<file path="src/verilog/alu_pkg.sv">
package alu_pkg;

    localparam int data_w  = 8;                         // datapath width
    localparam int nib_w   = 4;                         // bcd digit width
    localparam int flags_w = 4;                         // status vector width

    // bit positions inside the status vector
    localparam int flag_n = 3;                          // negative
    localparam int flag_v = 2;                          // overflow
    localparam int flag_z = 1;                          // zero
    localparam int flag_c = 0;                          // carry, also not-borrow

    // decimal correction constants
    localparam logic [nib_w-1:0] bcd_max = 4'd9;        // largest valid digit
    localparam logic [nib_w-1:0] bcd_adj = 4'd6;        // skip over a..f

    typedef enum logic [3:0] {
        op_lda     = 4'h0,                              // acc <= db
        op_adc     = 4'h1,                              // acc <= acc + db + c
        op_sbc     = 4'h2,                              // acc <= acc - db - !c
        op_adc_adl = 4'h3,                              // acc <= acc + adl + c
        op_and     = 4'h4,                              // acc <= acc & db
        op_ora     = 4'h5,                              // acc <= acc | db
        op_eor     = 4'h6,                              // acc <= acc ^ db
        op_lsr     = 4'h7,                              // acc >> 1, bit 0 into c
        op_ror     = 4'h8,                              // rotate right through c
        op_cmp     = 4'h9                               // flags from acc - db
    } alu_op_t;

endpackage

</file>
<file path="src/verilog/alu_ctrl_if.sv">
interface alu_ctrl_if;

    logic ldb_inv_db, ldb_db, ldb_adl;                  // b operand selects
    logic lda_sb, lda_zero;                             // a operand selects
    logic enable_dec, carry_in;                         // bcd mode and carry
    logic e_sum, e_and, e_eor, e_or, e_shiftr;          // function strobes
    logic acc_we, upd_nz, upd_c, upd_v;                 // register updates
    logic op_done;                                      // operation issued

    modport decoder (
        output ldb_inv_db, ldb_db, ldb_adl, lda_sb, lda_zero,
        output enable_dec, carry_in,
        output e_sum, e_and, e_eor, e_or, e_shiftr,
        output acc_we, upd_nz, upd_c, upd_v, op_done
    );

    modport alu (
        input ldb_inv_db, ldb_db, ldb_adl, lda_sb, lda_zero,
        input enable_dec, carry_in,
        input e_sum, e_and, e_eor, e_or, e_shiftr
    );

    modport regs (
        input acc_we, upd_nz, upd_c, upd_v, op_done
    );

endinterface

</file>
<file path="src/verilog/alu_decoder.sv">
module alu_decoder (
    input  alu_pkg::alu_op_t op,
    input  logic             op_valid,
    input  logic             d_flag,
    input  logic             c_flag,
    alu_ctrl_if.decoder      ctrl
);
    import alu_pkg::*;

    always_comb begin
        ctrl.ldb_inv_db = 1'b0;                         // everything idle by default
        ctrl.ldb_db     = 1'b0;
        ctrl.ldb_adl    = 1'b0;
        ctrl.lda_sb     = 1'b0;
        ctrl.lda_zero   = 1'b0;
        ctrl.enable_dec = 1'b0;
        ctrl.carry_in   = 1'b0;
        ctrl.e_sum      = 1'b0;
        ctrl.e_and      = 1'b0;
        ctrl.e_eor      = 1'b0;
        ctrl.e_or       = 1'b0;
        ctrl.e_shiftr   = 1'b0;
        ctrl.acc_we     = 1'b0;
        ctrl.upd_nz     = 1'b0;
        ctrl.upd_c      = 1'b0;
        ctrl.upd_v      = 1'b0;
        ctrl.op_done    = 1'b0;

        if (op_valid) begin
            ctrl.op_done = 1'b1;
            ctrl.upd_nz  = 1'b1;
            ctrl.acc_we  = 1'b1;                        // cmp clears it below
            ctrl.lda_sb  = 1'b1;                        // a = acc on sb
            ctrl.ldb_db  = 1'b1;                        // b = db unless overridden

            case (op)
                op_lda: begin
                    ctrl.lda_sb   = 1'b0;
                    ctrl.lda_zero = 1'b1;               // 0 | db passes db through
                    ctrl.e_or     = 1'b1;
                end
                op_adc: begin
                    ctrl.e_sum      = 1'b1;
                    ctrl.carry_in   = c_flag;
                    ctrl.enable_dec = d_flag;
                    ctrl.upd_c      = 1'b1;
                    ctrl.upd_v      = !d_flag;          // v untouched in bcd mode
                end
                op_sbc: begin
                    ctrl.ldb_db     = 1'b0;
                    ctrl.ldb_inv_db = 1'b1;
                    ctrl.e_sum      = 1'b1;
                    ctrl.carry_in   = c_flag;
                    ctrl.enable_dec = d_flag;
                    ctrl.upd_c      = 1'b1;
                    ctrl.upd_v      = !d_flag;
                end
                op_adc_adl: begin
                    ctrl.ldb_db   = 1'b0;
                    ctrl.ldb_adl  = 1'b1;
                    ctrl.e_sum    = 1'b1;
                    ctrl.carry_in = c_flag;
                    ctrl.upd_c    = 1'b1;
                    ctrl.upd_v    = 1'b1;
                end
                op_and: ctrl.e_and = 1'b1;
                op_ora: ctrl.e_or  = 1'b1;
                op_eor: ctrl.e_eor = 1'b1;
                op_lsr: begin
                    ctrl.e_shiftr = 1'b1;               // zero shifted into bit 7
                    ctrl.upd_c    = 1'b1;
                end
                op_ror: begin
                    ctrl.e_shiftr = 1'b1;
                    ctrl.carry_in = c_flag;
                    ctrl.upd_c    = 1'b1;
                end
                op_cmp: begin
                    ctrl.ldb_db     = 1'b0;
                    ctrl.ldb_inv_db = 1'b1;
                    ctrl.e_sum      = 1'b1;
                    ctrl.carry_in   = 1'b1;             // plain subtract, no borrow in
                    ctrl.acc_we     = 1'b0;
                    ctrl.upd_c      = 1'b1;
                end
                default: begin
                    ctrl.acc_we = 1'b0;                 // unknown code changes nothing
                    ctrl.upd_nz = 1'b0;
                end
            endcase
        end
    end

    // the alu result mux relies on a single function being chosen
    always_comb begin
        assert ($onehot0({ctrl.e_sum, ctrl.e_and, ctrl.e_eor, ctrl.e_or, ctrl.e_shiftr}))
            else $error("alu_decoder: more than one function strobe for op %0d", op);
    end

endmodule

</file>
<file path="src/verilog/alu.sv">
module alu (
    input  logic                       clk,
    alu_ctrl_if.alu                    ctrl,
    input  logic [alu_pkg::data_w-1:0] db_in,
    input  logic [alu_pkg::data_w-1:0] adl_in,
    input  logic [alu_pkg::data_w-1:0] sb_in,
    output logic [alu_pkg::data_w-1:0] alu_out,
    output logic                       carry_out,
    output logic                       overflow
);
    import alu_pkg::*;

    logic [data_w-1:0] a, b;                            // operands
    logic [data_w:0]   bin_sum;                         // carry in top bit
    logic [nib_w:0]    lo_raw, hi_raw;                  // raw digit sums
    logic [nib_w-1:0]  lo_adj, hi_adj;                  // corrected digits
    logic              lo_carry, dec_carry;
    logic              dec_sub;

    assign a = (ctrl.lda_sb && !ctrl.lda_zero) ? sb_in : '0;

    always_comb begin
        if (ctrl.ldb_adl) begin
            b = adl_in;
        end else if (ctrl.ldb_inv_db) begin
            b = ~db_in;
        end else if (ctrl.ldb_db) begin
            b = db_in;
        end else begin
            b = '0;
        end
    end

    assign bin_sum = {1'b0, a} + {1'b0, b} + {{data_w{1'b0}}, ctrl.carry_in};

    // same-sign operands producing a result of the other sign
    assign overflow = (a[data_w-1] == b[data_w-1]) && (bin_sum[data_w-1] != a[data_w-1]);

    // inverted db on b means a subtract
    assign dec_sub = ctrl.ldb_inv_db;

    always_comb begin
        lo_raw = {1'b0, a[nib_w-1:0]} + {1'b0, b[nib_w-1:0]}
               + {{nib_w{1'b0}}, ctrl.carry_in};
        if (dec_sub) begin
            lo_carry = lo_raw[nib_w];                   // set means no borrow
            lo_adj   = lo_carry ? lo_raw[nib_w-1:0] : lo_raw[nib_w-1:0] - bcd_adj;
        end else begin
            lo_carry = lo_raw > {1'b0, bcd_max};
            lo_adj   = lo_carry ? lo_raw[nib_w-1:0] + bcd_adj : lo_raw[nib_w-1:0];
        end

        hi_raw = {1'b0, a[data_w-1:nib_w]} + {1'b0, b[data_w-1:nib_w]}
               + {{nib_w{1'b0}}, lo_carry};
        if (dec_sub) begin
            dec_carry = hi_raw[nib_w];
            hi_adj    = dec_carry ? hi_raw[nib_w-1:0] : hi_raw[nib_w-1:0] - bcd_adj;
        end else begin
            dec_carry = hi_raw > {1'b0, bcd_max};
            hi_adj    = dec_carry ? hi_raw[nib_w-1:0] + bcd_adj : hi_raw[nib_w-1:0];
        end
    end

    always_comb begin
        alu_out   = '0;
        carry_out = 1'b0;
        if (ctrl.e_sum) begin
            if (ctrl.enable_dec) begin
                alu_out   = {hi_adj, lo_adj};
                carry_out = dec_carry;
            end else begin
                alu_out   = bin_sum[data_w-1:0];
                carry_out = bin_sum[data_w];
            end
        end else if (ctrl.e_and) begin
            alu_out = a & b;
        end else if (ctrl.e_eor) begin
            alu_out = a ^ b;
        end else if (ctrl.e_or) begin
            alu_out = a | b;
        end else if (ctrl.e_shiftr) begin
            alu_out   = {ctrl.carry_in, a[data_w-1:1]};  // carry_in enters at the top
            carry_out = a[0];
        end
    end

    // a zero operand must win cleanly, never fight the accumulator
    a_sel_excl: assert property (@(posedge clk) !(ctrl.lda_sb && ctrl.lda_zero))
        else $error("alu: lda_sb and lda_zero both high");

endmodule

</file>
<file path="src/verilog/alu_regs.sv">
module alu_regs (
    input  logic                        clk,
    input  logic                        reset,
    alu_ctrl_if.regs                    ctrl,
    input  logic [alu_pkg::data_w-1:0]  alu_out,
    input  logic                        carry_out,
    input  logic                        overflow,
    output logic [alu_pkg::data_w-1:0]  acc,
    output logic [alu_pkg::flags_w-1:0] flags,
    output logic                        result_valid
);
    import alu_pkg::*;

    always_ff @(posedge clk) begin
        if (reset) begin
            acc <= '0;
        end else if (ctrl.acc_we) begin
            acc <= alu_out;                             // also feeds sb next cycle
        end
    end

    always_ff @(posedge clk) begin
        if (reset) begin
            flags <= '0;
        end else begin
            if (ctrl.upd_nz) begin
                flags[flag_n] <= alu_out[data_w-1];
                flags[flag_z] <= (alu_out == '0);
            end
            if (ctrl.upd_c) begin
                flags[flag_c] <= carry_out;
            end
            if (ctrl.upd_v) begin
                flags[flag_v] <= overflow;
            end
        end
    end

    always_ff @(posedge clk) begin
        if (reset) begin
            result_valid <= 1'b0;
        end else begin
            result_valid <= ctrl.op_done;               // one cycle after issue
        end
    end

    // no stale pulse may leak out of reset
    rv_after_reset: assert property (@(posedge clk) reset |=> !result_valid)
        else $error("alu_regs: result_valid high right after reset");

    // register writes only come from an issued operation
    we_needs_op: assert property (@(posedge clk) disable iff (reset)
        (ctrl.acc_we || ctrl.upd_nz || ctrl.upd_c || ctrl.upd_v) |-> ctrl.op_done)
        else $error("alu_regs: register update without an issued operation");

endmodule

</file>
<file path="src/verilog/alu_datapath.sv">
module alu_datapath (
    input  logic                        clk,
    input  logic                        reset,
    input  alu_pkg::alu_op_t            op,
    input  logic                        op_valid,
    input  logic [alu_pkg::data_w-1:0]  db,
    input  logic [alu_pkg::data_w-1:0]  adl,
    input  logic                        d_flag,
    output logic [alu_pkg::data_w-1:0]  acc,
    output logic [alu_pkg::flags_w-1:0] flags,
    output logic                        result_valid
);
    import alu_pkg::*;

    logic [data_w-1:0] alu_out;
    logic              carry_out;
    logic              overflow;

    alu_ctrl_if ctrl_bus ();

    alu_decoder decoder0 (
        .op       (op),
        .op_valid (op_valid),
        .d_flag   (d_flag),
        .c_flag   (flags[flag_c]),                      // live carry for adc/sbc/ror
        .ctrl     (ctrl_bus.decoder)
    );

    alu alu0 (
        .clk       (clk),
        .ctrl      (ctrl_bus.alu),
        .db_in     (db),
        .adl_in    (adl),
        .sb_in     (acc),                               // accumulator drives sb
        .alu_out   (alu_out),
        .carry_out (carry_out),
        .overflow  (overflow)
    );

    alu_regs regs0 (
        .clk          (clk),
        .reset        (reset),
        .ctrl         (ctrl_bus.regs),
        .alu_out      (alu_out),
        .carry_out    (carry_out),
        .overflow     (overflow),
        .acc          (acc),
        .flags        (flags),
        .result_valid (result_valid)
    );

endmodule

</file>
<file path="config.mk">
export PLATFORM = sky130hd
export DESIGN_NAME = alu_datapath
export DESIGN_NICKNAME = d
export VERILOG_FILES = /design/src/verilog/alu_pkg.sv /design/src/verilog/alu_ctrl_if.sv /design/src/verilog/alu_decoder.sv /design/src/verilog/alu.sv /design/src/verilog/alu_regs.sv /design/src/verilog/alu_datapath.sv
export SDC_FILE = /design/constraint.sdc
export NUM_CORES = 1
export LEC_CHECK = 0
export ABC_AREA = 1
export BUFFER_PORTS_ARGS = -buffer_cell sky130_fd_sc_hd__buf_2
export CORE_ASPECT_RATIO = 1.1
export CORE_MARGIN = 1
export CORE_UTILIZATION = 40
export CTS_BUF_LIST = sky130_fd_sc_hd__clkbuf_8
export DETAILED_ROUTE_END_ITERATION = 8
export GPL_TIMING_DRIVEN = 0
export PLACE_DENSITY = 0.6
export SYNTH_ARGS = -nofsm -noshare
export SYNTH_HDL_FRONTEND = slang
export SYNTH_SLANG_ARGS = --single-unit
export TNS_END_PERCENT = 5
</file>
<file path="constraint.sdc">
create_clock -name clk -period 6.2 [get_ports clk]
set_input_delay 1.24 -clock clk [delete_from_list [all_inputs] [get_ports clk]]
set_output_delay 1.24 -clock clk [all_outputs]
set_load 0.03 [all_outputs]
</file>
==> out/qor.yml, run 1 <==
rrSetupSlack_ns: 1.53
fin_crit_ns: 5.862
design.core.area_sq_um: 5395
vdd_drop_max_uv: 75.90
layout.nets: 499
ys_seq_area_share_pct: 11.52
worst_path_most_repeated_cell: "nand2_1"
cts_sinks: 13
worst_hold_path_type: "reg -> reg"
synth_xor_area_share_pct: 1.495
cp_num_buf_inv: 11
viasPerCell: 4.876
hold_slack_ns: 0.4602
cts_hold_buf: 0
tritoncts: "done"
avgSynthCellArea_sq_um: 5.706
clk_path_buf_depth: 2
drv_cap: 0
fmax_mhz: 170.6
synth_top_family_by_area: "simple AND/OR/NAND/NOR gates"
required_ns: 6.39
path_class: "in -> reg"
die_area_sq_um: 5954
yosys-top-cells-area: "nand2_1, inv_1, ha_1"
post-place-ws_ns: -1.059
drt-total-wl_mm: 6.380
row_count: 28
outcome: "finished clean"
synth_compound_area_share_pct: 15.17
drtIter0Drc: 190
grt_pass1_wl_mm: 10.16
drtPass1Iterations: 5
fin_skew_ns: 0.001646
drt-wirelength-per-cell_microns: 12.18
synthTopCellsByCount: "nand2_1, inv_1, nor2_1"
cts.reportedPaths.clkPinSlew_ns: 0.05
synthArstFlopShare_pct: 0
drcViolationCount: 0
synthMuxAreaShare_pct: 0
grt_max_degree: 11
yosysTopAreaCell: "nand2_1"
synthCells: 396
grt-ovfl-total: 0
cts_root_buf: "clkbuf_8"
critPathTopFamily: "adder cells"
grt_pass1_vias: 2208
cts_buffers: 3
synth_enable_flop_cells: 0
dp_hpwl_mm: 5.213
ant_nets: 0
power.leakage_nw: 1.567
num_antenna_cells: 0
ys_types: 44
synth-seq-cells: 13
via_count: 2555
ys_warn_count: 0
post-synth-top-count-cell: "nand2_1"
fin_crit_sh_pct: 94.55
endpoint: "regs0.flags[3]"
die_x_microns: 73.67
area_growth_syn_to_layout_pct: 24.09
cp_max_fo: 4
placedInstanceArea_sq_um: 2529
final-setup-viol-count: 0
setup_ws_ns: 0.3382
num-fill-cells: 599
die_h_microns: 80.83
yosysTopAreaCellShare_pct: 17.28
clk_latency_ns: 0.24
worstReg2RegStart: "regs0.acc[0]"
rr_worst_depth: 32
ios: 37
portBuffers: 35
final_area_sq_um: 2804
htreeDepth: 1
relSlewSlack_pct: 64.59
antenna_found_initial: 0
r2r_end: "regs0.flags[3]"
worst-path-stages: 40
synth-main-ff-cell: "dfxtp_1"
gp_congestion: 0.8889
critPathCaptureType: "register"
synth-adder-area-share_pct: 15.17
start_util_pct: 41.88
startpoint: "op[3]"
arrival_ns: 6.05
max_stage_delay_ns: 0.61
hold_viol: 0
slew_viol_final: 0
worst-slew-pin-transition_ns: 0.5276
grtUsageTotal_pct: 21.66
startpoint_type: "input pin"
crit_path_top_delay_cell: "fa_2"
synth_area_sq_um: 2260
tns_ns: 0
pwr_density_cell_nw_per_um2: 132.2
drive_gt1_share_pct: 26.28
yosys.area_share.simple_pct: 40.53
syn-num-nets: 445
worst min-delay path by stage:
stage / start / to / slack, ns / cells past startpoint
detailed placement: regs0.flags[1] / regs0.flags[1] / 0.46 / 2
global route: regs0.flags[1] / regs0.flags[1] / 0.48 / 2
global placement: regs0.flags[1] / regs0.flags[1] / 0.46 / 2
finish: regs0.flags[1] / regs0.flags[1] / 0.46 / 2
floorplan: regs0.flags[0] / regs0.flags[0] / 0.48 / 2
CTS: regs0.flags[1] / regs0.flags[1] / 0.46 / 2
state kept, by name, summed over array words and instances (netlist names):
register / flops
regs0.result_valid: 1
regs0.flags: 4
regs0.acc: 8
worst register-to-register path: cells and delay by family (launching register included):
kind	cells	cell delay (ns)
and+or+nand+nor	16	1.48
adders and majority gates	6	2.05
buffers and inverters	8	0.61
AOI/OAI and AO/OA	2	0.18
DFF	1	0.32
through the flow:
stage                     util (%)  total power [W]  cells
after global routing         51.97        0.0004038    524
after global placement       46.87        0.0002716    506
after detailed placement     46.87        0.0002743    506
after CTS                    48.75        0.0003544    513
after floorplan                  -        0.0002288    396
final                        51.97        0.0003707    524
final cells by class:
cell class                 count  area (sq um)  share of cell area (%)
multi-input combinational    295          1732                   61.76
inverter                      81         317.8                   11.33
timing repair buffer          49         299.0                   10.66
sequential                    13         260.3                   9.282
tap                           75         93.84                   3.347
buffer                         7         56.30                   2.008
clock buffer                   3         41.29                   1.473
clock inverter                 1         3.754                  0.1339
timing repair:
item	CTS	global route
pin swaps	3	19
endpoints found under the setup margin	6	6
buffers inserted	3	11
resized for setup	10	38
endpoints found under the hold margin	0	0
power by group:
part / leakage [nW] / switching, W / internal, W
Clock: 0.0269 / 0.0000288 / 0.0000436
Sequential: 0.107 / 0.00000217 / 0.0000893
Combinational: 1.43 / 0.000128 / 0.0000790
routing by layer:
metal  vias up  GRT usage (%)  wire length, microns
met2        71          36.88                  3037
met3        12         0.4963                   197
li1       1359              -                     -
met4         0          6.346                   103
met1      1113          29.70                  3041
met5         -              0                     0
cell usage in the layout, fill, tap and decap left out, drive strengths merged, types with 4 or more instances in the layout:
master | Yosys | routed
ha | 21 | 21
nand3 | 36 | 36
buf | 5 | 54
inv | 80 | 81
nor2 | 41 | 41
dfxtp | 13 | 13
clkbuf | 2 | 5
nand2 | 112 | 112
or2 | 4 | 4
a21oi | 26 | 26
o21ai | 23 | 23
nor3 | 4 | 4
fa | 4 | 4
kinds of logic after synthesis:
family          count (synthesis)
compound gates                 60
xor+xnor                        3
fa+ha+maj                      25
buf+inv                        88
flops                          13
simple gates                  207
No activity file was read; power rests on OpenSTA's default activity.
==> inputs of run 2 (changes only) <==
--- a/config.mk
+++ b/config.mk
@@ -16,5 +16,6 @@
 export PLACE_DENSITY = 0.6
 export SYNTH_ARGS = -nofsm -noshare
 export SYNTH_HDL_FRONTEND = slang
+export SYNTH_HIERARCHICAL = 1
 export SYNTH_SLANG_ARGS = --single-unit
 export TNS_END_PERCENT = 5
==> run 2 against run 1 <==
Effect of this change: the flow now finishes with violations (DRC); first-iteration DRC count decreased by 13%; critical path type unchanged; largest power group unchanged; clock skew about the same; sequential power decreased by 2%; final area increased by 8.3%; count of clock-buffer cells in the layout unchanged; register-to-register slack got worse by 0.10 ns; cell count increased by 3.2%; utilization increased by 0.98 points; clock power decreased by 1%; highest routed layer unchanged; area after synthesis increased by 4.8%; critical endpoint is now regs0/flags[1]; combinational power increased by 7%.
==> out/qor.yml, run 2 <==
failed_checks: "DRC"
cts.reportedPaths.clkPinSlew_ns: 0.05  # about the same
final_cell_mix: "nand2_1, inv_1, nor2_1, buf_2, buf_4"
fmax_mhz: 164.8  # -3.4%
critPathTopFamily: "adder cells"
outcome: "finished, violations left"
relSlewSlack_pct: 56.63  # -8.0 points
worst_hold_path_type: "reg -> reg"
grt_pass1_wl_mm: 11.06  # +8.9%
clk_latency_ns: 0.24  # about the same
synth_area_sq_um: 2367  # +4.8%
grt-ovfl-total: 0  # unchanged
synthCells: 403  # +1.8%
cp_max_fo: 7  # +3
ios: 37  # unchanged
grtUsageTotal_pct: 23.01  # +1.4 points
cts_sinks: 13  # unchanged
synth-main-ff-cell: "dfxtp_1"
switchingPower_w: 0.0001631  # +2.7%
row_count: 29  # +3.6%
tritoncts: "done"
worst_path_most_repeated_cell: "nand2_1"
power.leakage_nw: 1.637  # +4.5%
max_stage_delay_ns: 0.64  # +0.03 ns
top_regs: "regs0/acc (8), regs0/flags (4), regs0/result_valid (1)"
drv_cap: 0  # unchanged
cp_num_buf_inv: 5  # -6
num_antenna_cells: 0  # unchanged
ant_nets: 0  # unchanged
rsz0062_at_grt: "true"
largest_reg_flops: 8  # unchanged
power.share.sequential_pct: 23.5  # -1.2 points
drt-wirelength-per-cell_microns: 13.21  # +8.5%
die_h_microns: 82.69  # +2.3%
drtPass1Iterations: 7  # +2
layout_commonest_cell: "nand2_1"
ys_types: 37  # -16%
grt_max_degree: 11  # unchanged
ys_warn_count: 6  # +6
intPower_w: 0.0002200  # +3.8%
htreeDepth: 1  # unchanged
synthTopCellsByCount: "nand2_1, inv_1, nor2_1"
drive_gt1_share_pct: 29.31  # +3.0 points
portBuffers: 36  # +2.9%
multi_input_area_sq_um: 1889  # +9.1%
synth_enable_flop_cells: 0  # unchanged
drcViolationCount: 2  # +2
crit_path_top_delay_cell: "fa_2"
via_count: 2745  # +7.4%
slew_viol_final: 0  # unchanged
ys_seq_area_share_pct: 10.99  # -0.52 points
synth-seq-cells: 13  # unchanged
grt_pass1_vias: 2353  # +6.6%
arrival_ns: 6.24  # +0.19 ns
dp_hpwl_mm: 5.615  # +7.7%
max_flop_register: "regs0/acc"
num-fill-cells: 604  # +0.83%
final_area_sq_um: 3035  # +8.3%
pwr-share-clk_pct: 18.7  # -0.8 points
drtIter0Drc: 165  # -13%
post-place-ws_ns: -0.9927  # +0.06584 ns
die_area_sq_um: 6230  # +4.6%
antenna_found_initial: 0  # unchanged
critPathCaptureType: "register"
yosys-top-cells-area: "nand2_1, ha_1, dfxtp_1"
avgSynthCellArea_sq_um: 5.874  # +2.9%
drt-total-wl_mm: 7.148  # +12%
tns_ns: 0  # unchanged
viasPerCell: 5.074  # +4.1%
hold_viol: 0  # unchanged
design.core.area_sq_um: 5733  # +6.3%
path_class: "in -> reg"
fin_crit_sh_pct: 97.84  # +3.3 points
switching_share_pct: 42.57  # -0.26 points
setup_ws_ns: 0.1338  # -0.2044 ns
yosysTopAreaCell: "nand2_1"
fin_skew_ns: 0.001583  # -0.00006290 ns
worst-slew-pin-transition_ns: 0.6456  # +0.1180 ns
layout.nets: 514  # +3.0%
area_growth_syn_to_layout_pct: 28.22
start_util_pct: 41.29  # -0.59 points
die_x_microns: 75.35  # +2.3%
synthArstFlopShare_pct: 0  # unchanged
required_ns: 6.37  # -0.02 ns
final-setup-viol-count: 0  # unchanged
vdd_drop_max_uv: 143.1  # +89%
yosysTopAreaCellShare_pct: 16.49  # -0.79 points
cts_root_buf: "clkbuf_8"
post-synth-top-count-cell: "nand2_1"
pwr_density_cell_nw_per_um2: 126.2  # -4.6%
placedInstanceArea_sq_um: 2645  # +4.6%
syn-num-nets: 452  # +1.6%
gp_congestion: 0.8762  # -1.4%
clk_path_buf_depth: 2  # unchanged
startpoint_type: "input pin"
fin_crit_ns: 6.066  # +0.2043 ns
cts_buffers: 3  # unchanged
register_area_sq_um: 260.3  # unchanged
power_frac_comb_pct: 57.8  # +2.0 points
==> run 2: worst min-delay path: cells and delay by family, from the launching register on <==
family          cells  cell delay (ns)
simple gates        1             0.07
flops               1             0.30
compound gates      1             0.04
==> run 2: path summary, 6_finish.rpt <==
kind / startpoint / to / slack [ns] / cells past startpoint
hold reg to reg: regs0/flags[1] / regs0/flags[1] / 0.46 / 2
setup / recovery: op[3] / regs0/flags[1] / 0.13 / 35
hold / removal: regs0/flags[1] / regs0/flags[1] / 0.46 / 2
setup reg to reg: regs0/flags[0] / regs0/flags[1] / 1.43 / 30
==> run 2: layer usage <==
| metal | routed length [microns] | vias up | track usage (%) |
|---|---|---|---|
| met5 | 0 | - | 0 |
| met4 | 63 | 0 | 5.370 |
| met3 | 214 | 6 | 1.214 |
| met2 | 3470 | 56 | 39.29 |
| met1 | 3401 | 1256 | 31.58 |
| li1 | - | 1427 | - |
==> run 2: cell families after synthesis <==
family                   count (synthesis)  share of synthesized area, %
multiplexers                             2                        0.8457
AND/OR/NAND/NOR                        196                         35.83
adder cells (fa/ha/maj)                 25                         14.48
buffers and inverters                   83                         14.53
XOR/XNOR                                 3                         1.427
AO/OA/AOI/OAI                           81                         21.88
flip-flops                              13                         10.99
==> run 2: timing repair <==
item                       CTS  global route
pin swaps                    7            28
gates resized for setup     25            38
setup endpoints to repair    6             6
hold buffers                 0             0
buffers inserted             8            14
==> run 2: area by class of cell <==
class | count | area share (%)
Buffer | 13 | 3.669
Clock buffer | 3 | 1.360
Clock inverter | 1 | 0.1237
Inverter | 69 | 8.656
Multi-Input combinational cell | 307 | 62.24
Sequential cell | 13 | 8.574
Tap cell | 77 | 3.174
Timing Repair Buffer | 58 | 12.20
==> run 2: power by group through the flow <==
stage	sequential, W	clock (W)	combinational, W
final	0.0000901	0.0000716	0.000221
after global placement	0.0000919	0	0.000181
after global routing	0.0000908	0.0000761	0.000247
after CTS	0.0000900	0.0000742	0.000194
after floorplan	0.0000995	0	0.000129
after detailed placement	0.0000917	0	0.000184
==> run 2: stage by stage <==
| stage | power [W] | instances | utilization (%) | hold slack [ns] |
|---|---|---|---|---|
| 5_1_grt | 0.0004141 | 541 | 52.95 | 0.4911 |
| 3_3_place_gp | 0.0002726 | 516 | 46.14 | 0.4647 |
| 6_report | 0.0003831 | 541 | 52.95 | 0.4642 |
| 3_5_place_dp | 0.0002758 | 516 | 46.14 | 0.4701 |
| 4_1_cts | 0.0003586 | 528 | 49.26 | 0.4783 |
| 2_1_floorplan | 0.0002285 | 403 | - | 0.5997 |
==> inputs of run 3 (changes only) <==
--- a/config.mk
+++ b/config.mk
@@ -7,6 +7,7 @@
 export LEC_CHECK = 0
 export ABC_AREA = 1
 export BUFFER_PORTS_ARGS = -buffer_cell sky130_fd_sc_hd__buf_2
+export CAP_MARGIN = 20
 export CORE_ASPECT_RATIO = 1.1
 export CORE_MARGIN = 1
 export CORE_UTILIZATION = 40
@@ -14,6 +15,7 @@
 export DETAILED_ROUTE_END_ITERATION = 8
 export GPL_TIMING_DRIVEN = 0
 export PLACE_DENSITY = 0.6
+export REMOVE_ABC_BUFFERS = 1
 export SYNTH_ARGS = -nofsm -noshare
 export SYNTH_HDL_FRONTEND = slang
 export SYNTH_HIERARCHICAL = 1
==> run 3 against run 2 <==
Effect of this change: the run now ends clean; sequential cell count stayed put; combinational power increased by 9%; non-clock buffer count stayed put; first-iteration DRC count is 23% lower; worst setup slack better by 0.090 ns; final area rose by 3.3%; critical path type unchanged.
==> out/qor.yml, run 3 (synthesis results as in run 2) <==
die_h_microns: 82.69  # unchanged
final_area_sq_um: 3136  # +3.3%
pwr_density_cell_nw_per_um2: 129.0  # +2.2%
fin_crit_sh_pct: 96.39  # -1.4 points
path_class: "in -> reg"
outcome: "finished clean"
drt-total-wl_mm: 7.336  # +2.6%
grtUsageTotal_pct: 23.49  # +0.48 points
hold_viol: 0  # unchanged
post-place-ws_ns: -1.531  # -0.5382 ns
drt-wirelength-per-cell_microns: 13.56  # +2.6%
area_growth_syn_to_layout_pct: 32.45
max_stage_delay_ns: 0.58  # -0.06 ns
worst_path_most_repeated_cell: "nand2_2"
worst-slew-pin-transition_ns: 0.9318  # +0.2863 ns
viasPerCell: 5.144  # +1.4%
fmax_mhz: 167.3  # +1.5%
arrival_ns: 6.16  # -0.08 ns
power.leakage_nw: 1.664  # +1.7%
hold_slack_ns: 0.4815  # +0.01736 ns
fin_skew_ns: 0.0009707  # -0.0006125 ns
hold_depth: 2  # unchanged
top_regs: "regs0/acc (8), regs0/flags (4), regs0/result_valid (1)"
antenna_found_initial: 0  # unchanged
critPathTopFamily: "adder cells"
drv_cap: 0  # unchanged
design.core.area_sq_um: 5733  # unchanged
worst_hold_path_type: "reg -> reg"
final-setup-viol-count: 0  # unchanged
fin_crit_ns: 5.976  # -0.08981 ns
portBuffers: 36  # unchanged
grt-ovfl-total: 0  # unchanged
cp_max_fo: 8  # +1
gp_congestion: 0.9432  # +7.6%
crit_path_top_delay_cell: "fa_2"
rr_worst_depth: 30  # unchanged
cts_sinks: 13  # unchanged
clk_latency_ns: 0.24  # about the same
grt_max_degree: 17  # +6
cts.reportedPaths.clkPinSlew_ns: 0.05  # about the same
largest_reg_flops: 8  # unchanged
drive_gt1_share_pct: 31.68  # +2.4 points
row_count: 29  # unchanged
num-fill-cells: 613  # +1.5%
cts_root_buf: "clkbuf_8"
placedInstanceArea_sq_um: 2575  # -2.6%
ios: 37  # unchanged
startpoint_type: "input pin"
relSlewSlack_pct: 37.54  # -19 points
rsz0062_at_grt: "true"
worst-path-stages: 35  # unchanged
dp_hpwl_mm: 5.367  # -4.4%
max_flop_register: "regs0/acc"
drtIter0Drc: 127  # -23%
via_count: 2783  # +1.4%
num_antenna_cells: 0  # unchanged
critPathCaptureType: "register"
required_ns: 6.38  # about the same
layout.nets: 514  # unchanged
clk_path_buf_depth: 2  # unchanged
layout_commonest_cell: "nand2_1"
rrSetupSlack_ns: 1.48  # +0.05 ns
ant_nets: 0  # unchanged
final_cell_mix: "nand2_1, inv_1, nor2_1, buf_2, buf_4"
drtPass1Iterations: 4  # -3
htreeDepth: 1  # unchanged
tritoncts: "done"
cp_num_buf_inv: 5  # unchanged
die_x_microns: 75.35  # unchanged
slew_viol_final: 0  # unchanged
vdd_drop_max_uv: 164.3  # +15%
die_area_sq_um: 6230  # unchanged
cts_buffers: 3  # unchanged
grt_pass1_wl_mm: 11.25  # +1.7%
grt_pass1_vias: 2433  # +3.4%
drcViolationCount: 0  # -2
start_util_pct: 41.29  # unchanged
setup_ws_ns: 0.2236  # +0.08981 ns
run 3: cell types whose count changed in the layout (fill, tap and decap cells not counted), moves of 2 or more:
cell and change:
xor2_2 -2, nand2_1 -5, nand3_2 +3, buf_4 +4, ha_1 -2, buf_12 +2, buf_2 -3, nand2_2 +3
nand2_4 +2, nand3_1 -3
run 3: worst min-delay path, delay by kind of cell (launching register included):
family | cells | cell delay (ns)
flops | 1 | 0.32
compound gates | 1 | 0.05
simple gates | 1 | 0.06
run 3: path summary, 6_finish.rpt:
path / startpoint / endpoint
worst max register to register: regs0/flags[0] / regs0/flags[1]
worst min register to register: regs0/acc[3] / regs0/acc[3]
worst max-delay path: op[3] / regs0/flags[1]
worst min-delay path: regs0/acc[3] / regs0/acc[3]
run 3: what timing repair did:
action / 4_1_cts / 5_1_grt
hold buffers: 0 / 0
buffers inserted: 15 / 18
setup endpoints to repair: 6 / 6
gates resized for setup: 22 / 48
pin swaps: 8 / 32
run 3: report_power, final:
part / switching [W] / total [W] / internal [W]
sequential: 0.00000288 / 0.0000905 / 0.0000877
combinational: 0.000140 / 0.000240 / 0.000100
clock: 0.0000298 / 0.0000735 / 0.0000437
total: 0.000173 / 0.000404 / 0.000232
run 3: metrics by stage:
step / utilization [%] / instances / total power, W / setup TNS, ns
after floorplan: - / 389 / 0.0002229 / -2.155
after global routing: 54.69 / 541 / 0.0004356 / -0.1449
after global placement: 44.63 / 502 / 0.0002658 / -13.72
final: 54.69 / 541 / 0.0004044 / 0
after CTS: 49.15 / 522 / 0.0003619 / 0
after detailed placement: 44.91 / 503 / 0.0002698 / -8.484
run 3: layout make-up:
class | count | area, sq um | area share, %
multi-input cells | 307 | 1967 | 62.73
repair buffers | 71 | 500.5 | 15.96
well taps | 77 | 96.34 | 3.073
clock inverters | 1 | 3.754 | 0.1197
inverters | 69 | 266.5 | 8.500
clock buffers | 3 | 41.29 | 1.317
flip-flops and latches | 13 | 260.3 | 8.300
run 3: per-layer routing:
metal | track usage [%] | up-vias | wire, microns
met5 | 0 | - | 0
met4 | 6.667 | 0 | 77
met3 | 1.335 | 9 | 191
met2 | 40.80 | 59 | 3675
met1 | 31.10 | 1287 | 3391
li1 | - | 1428 | -
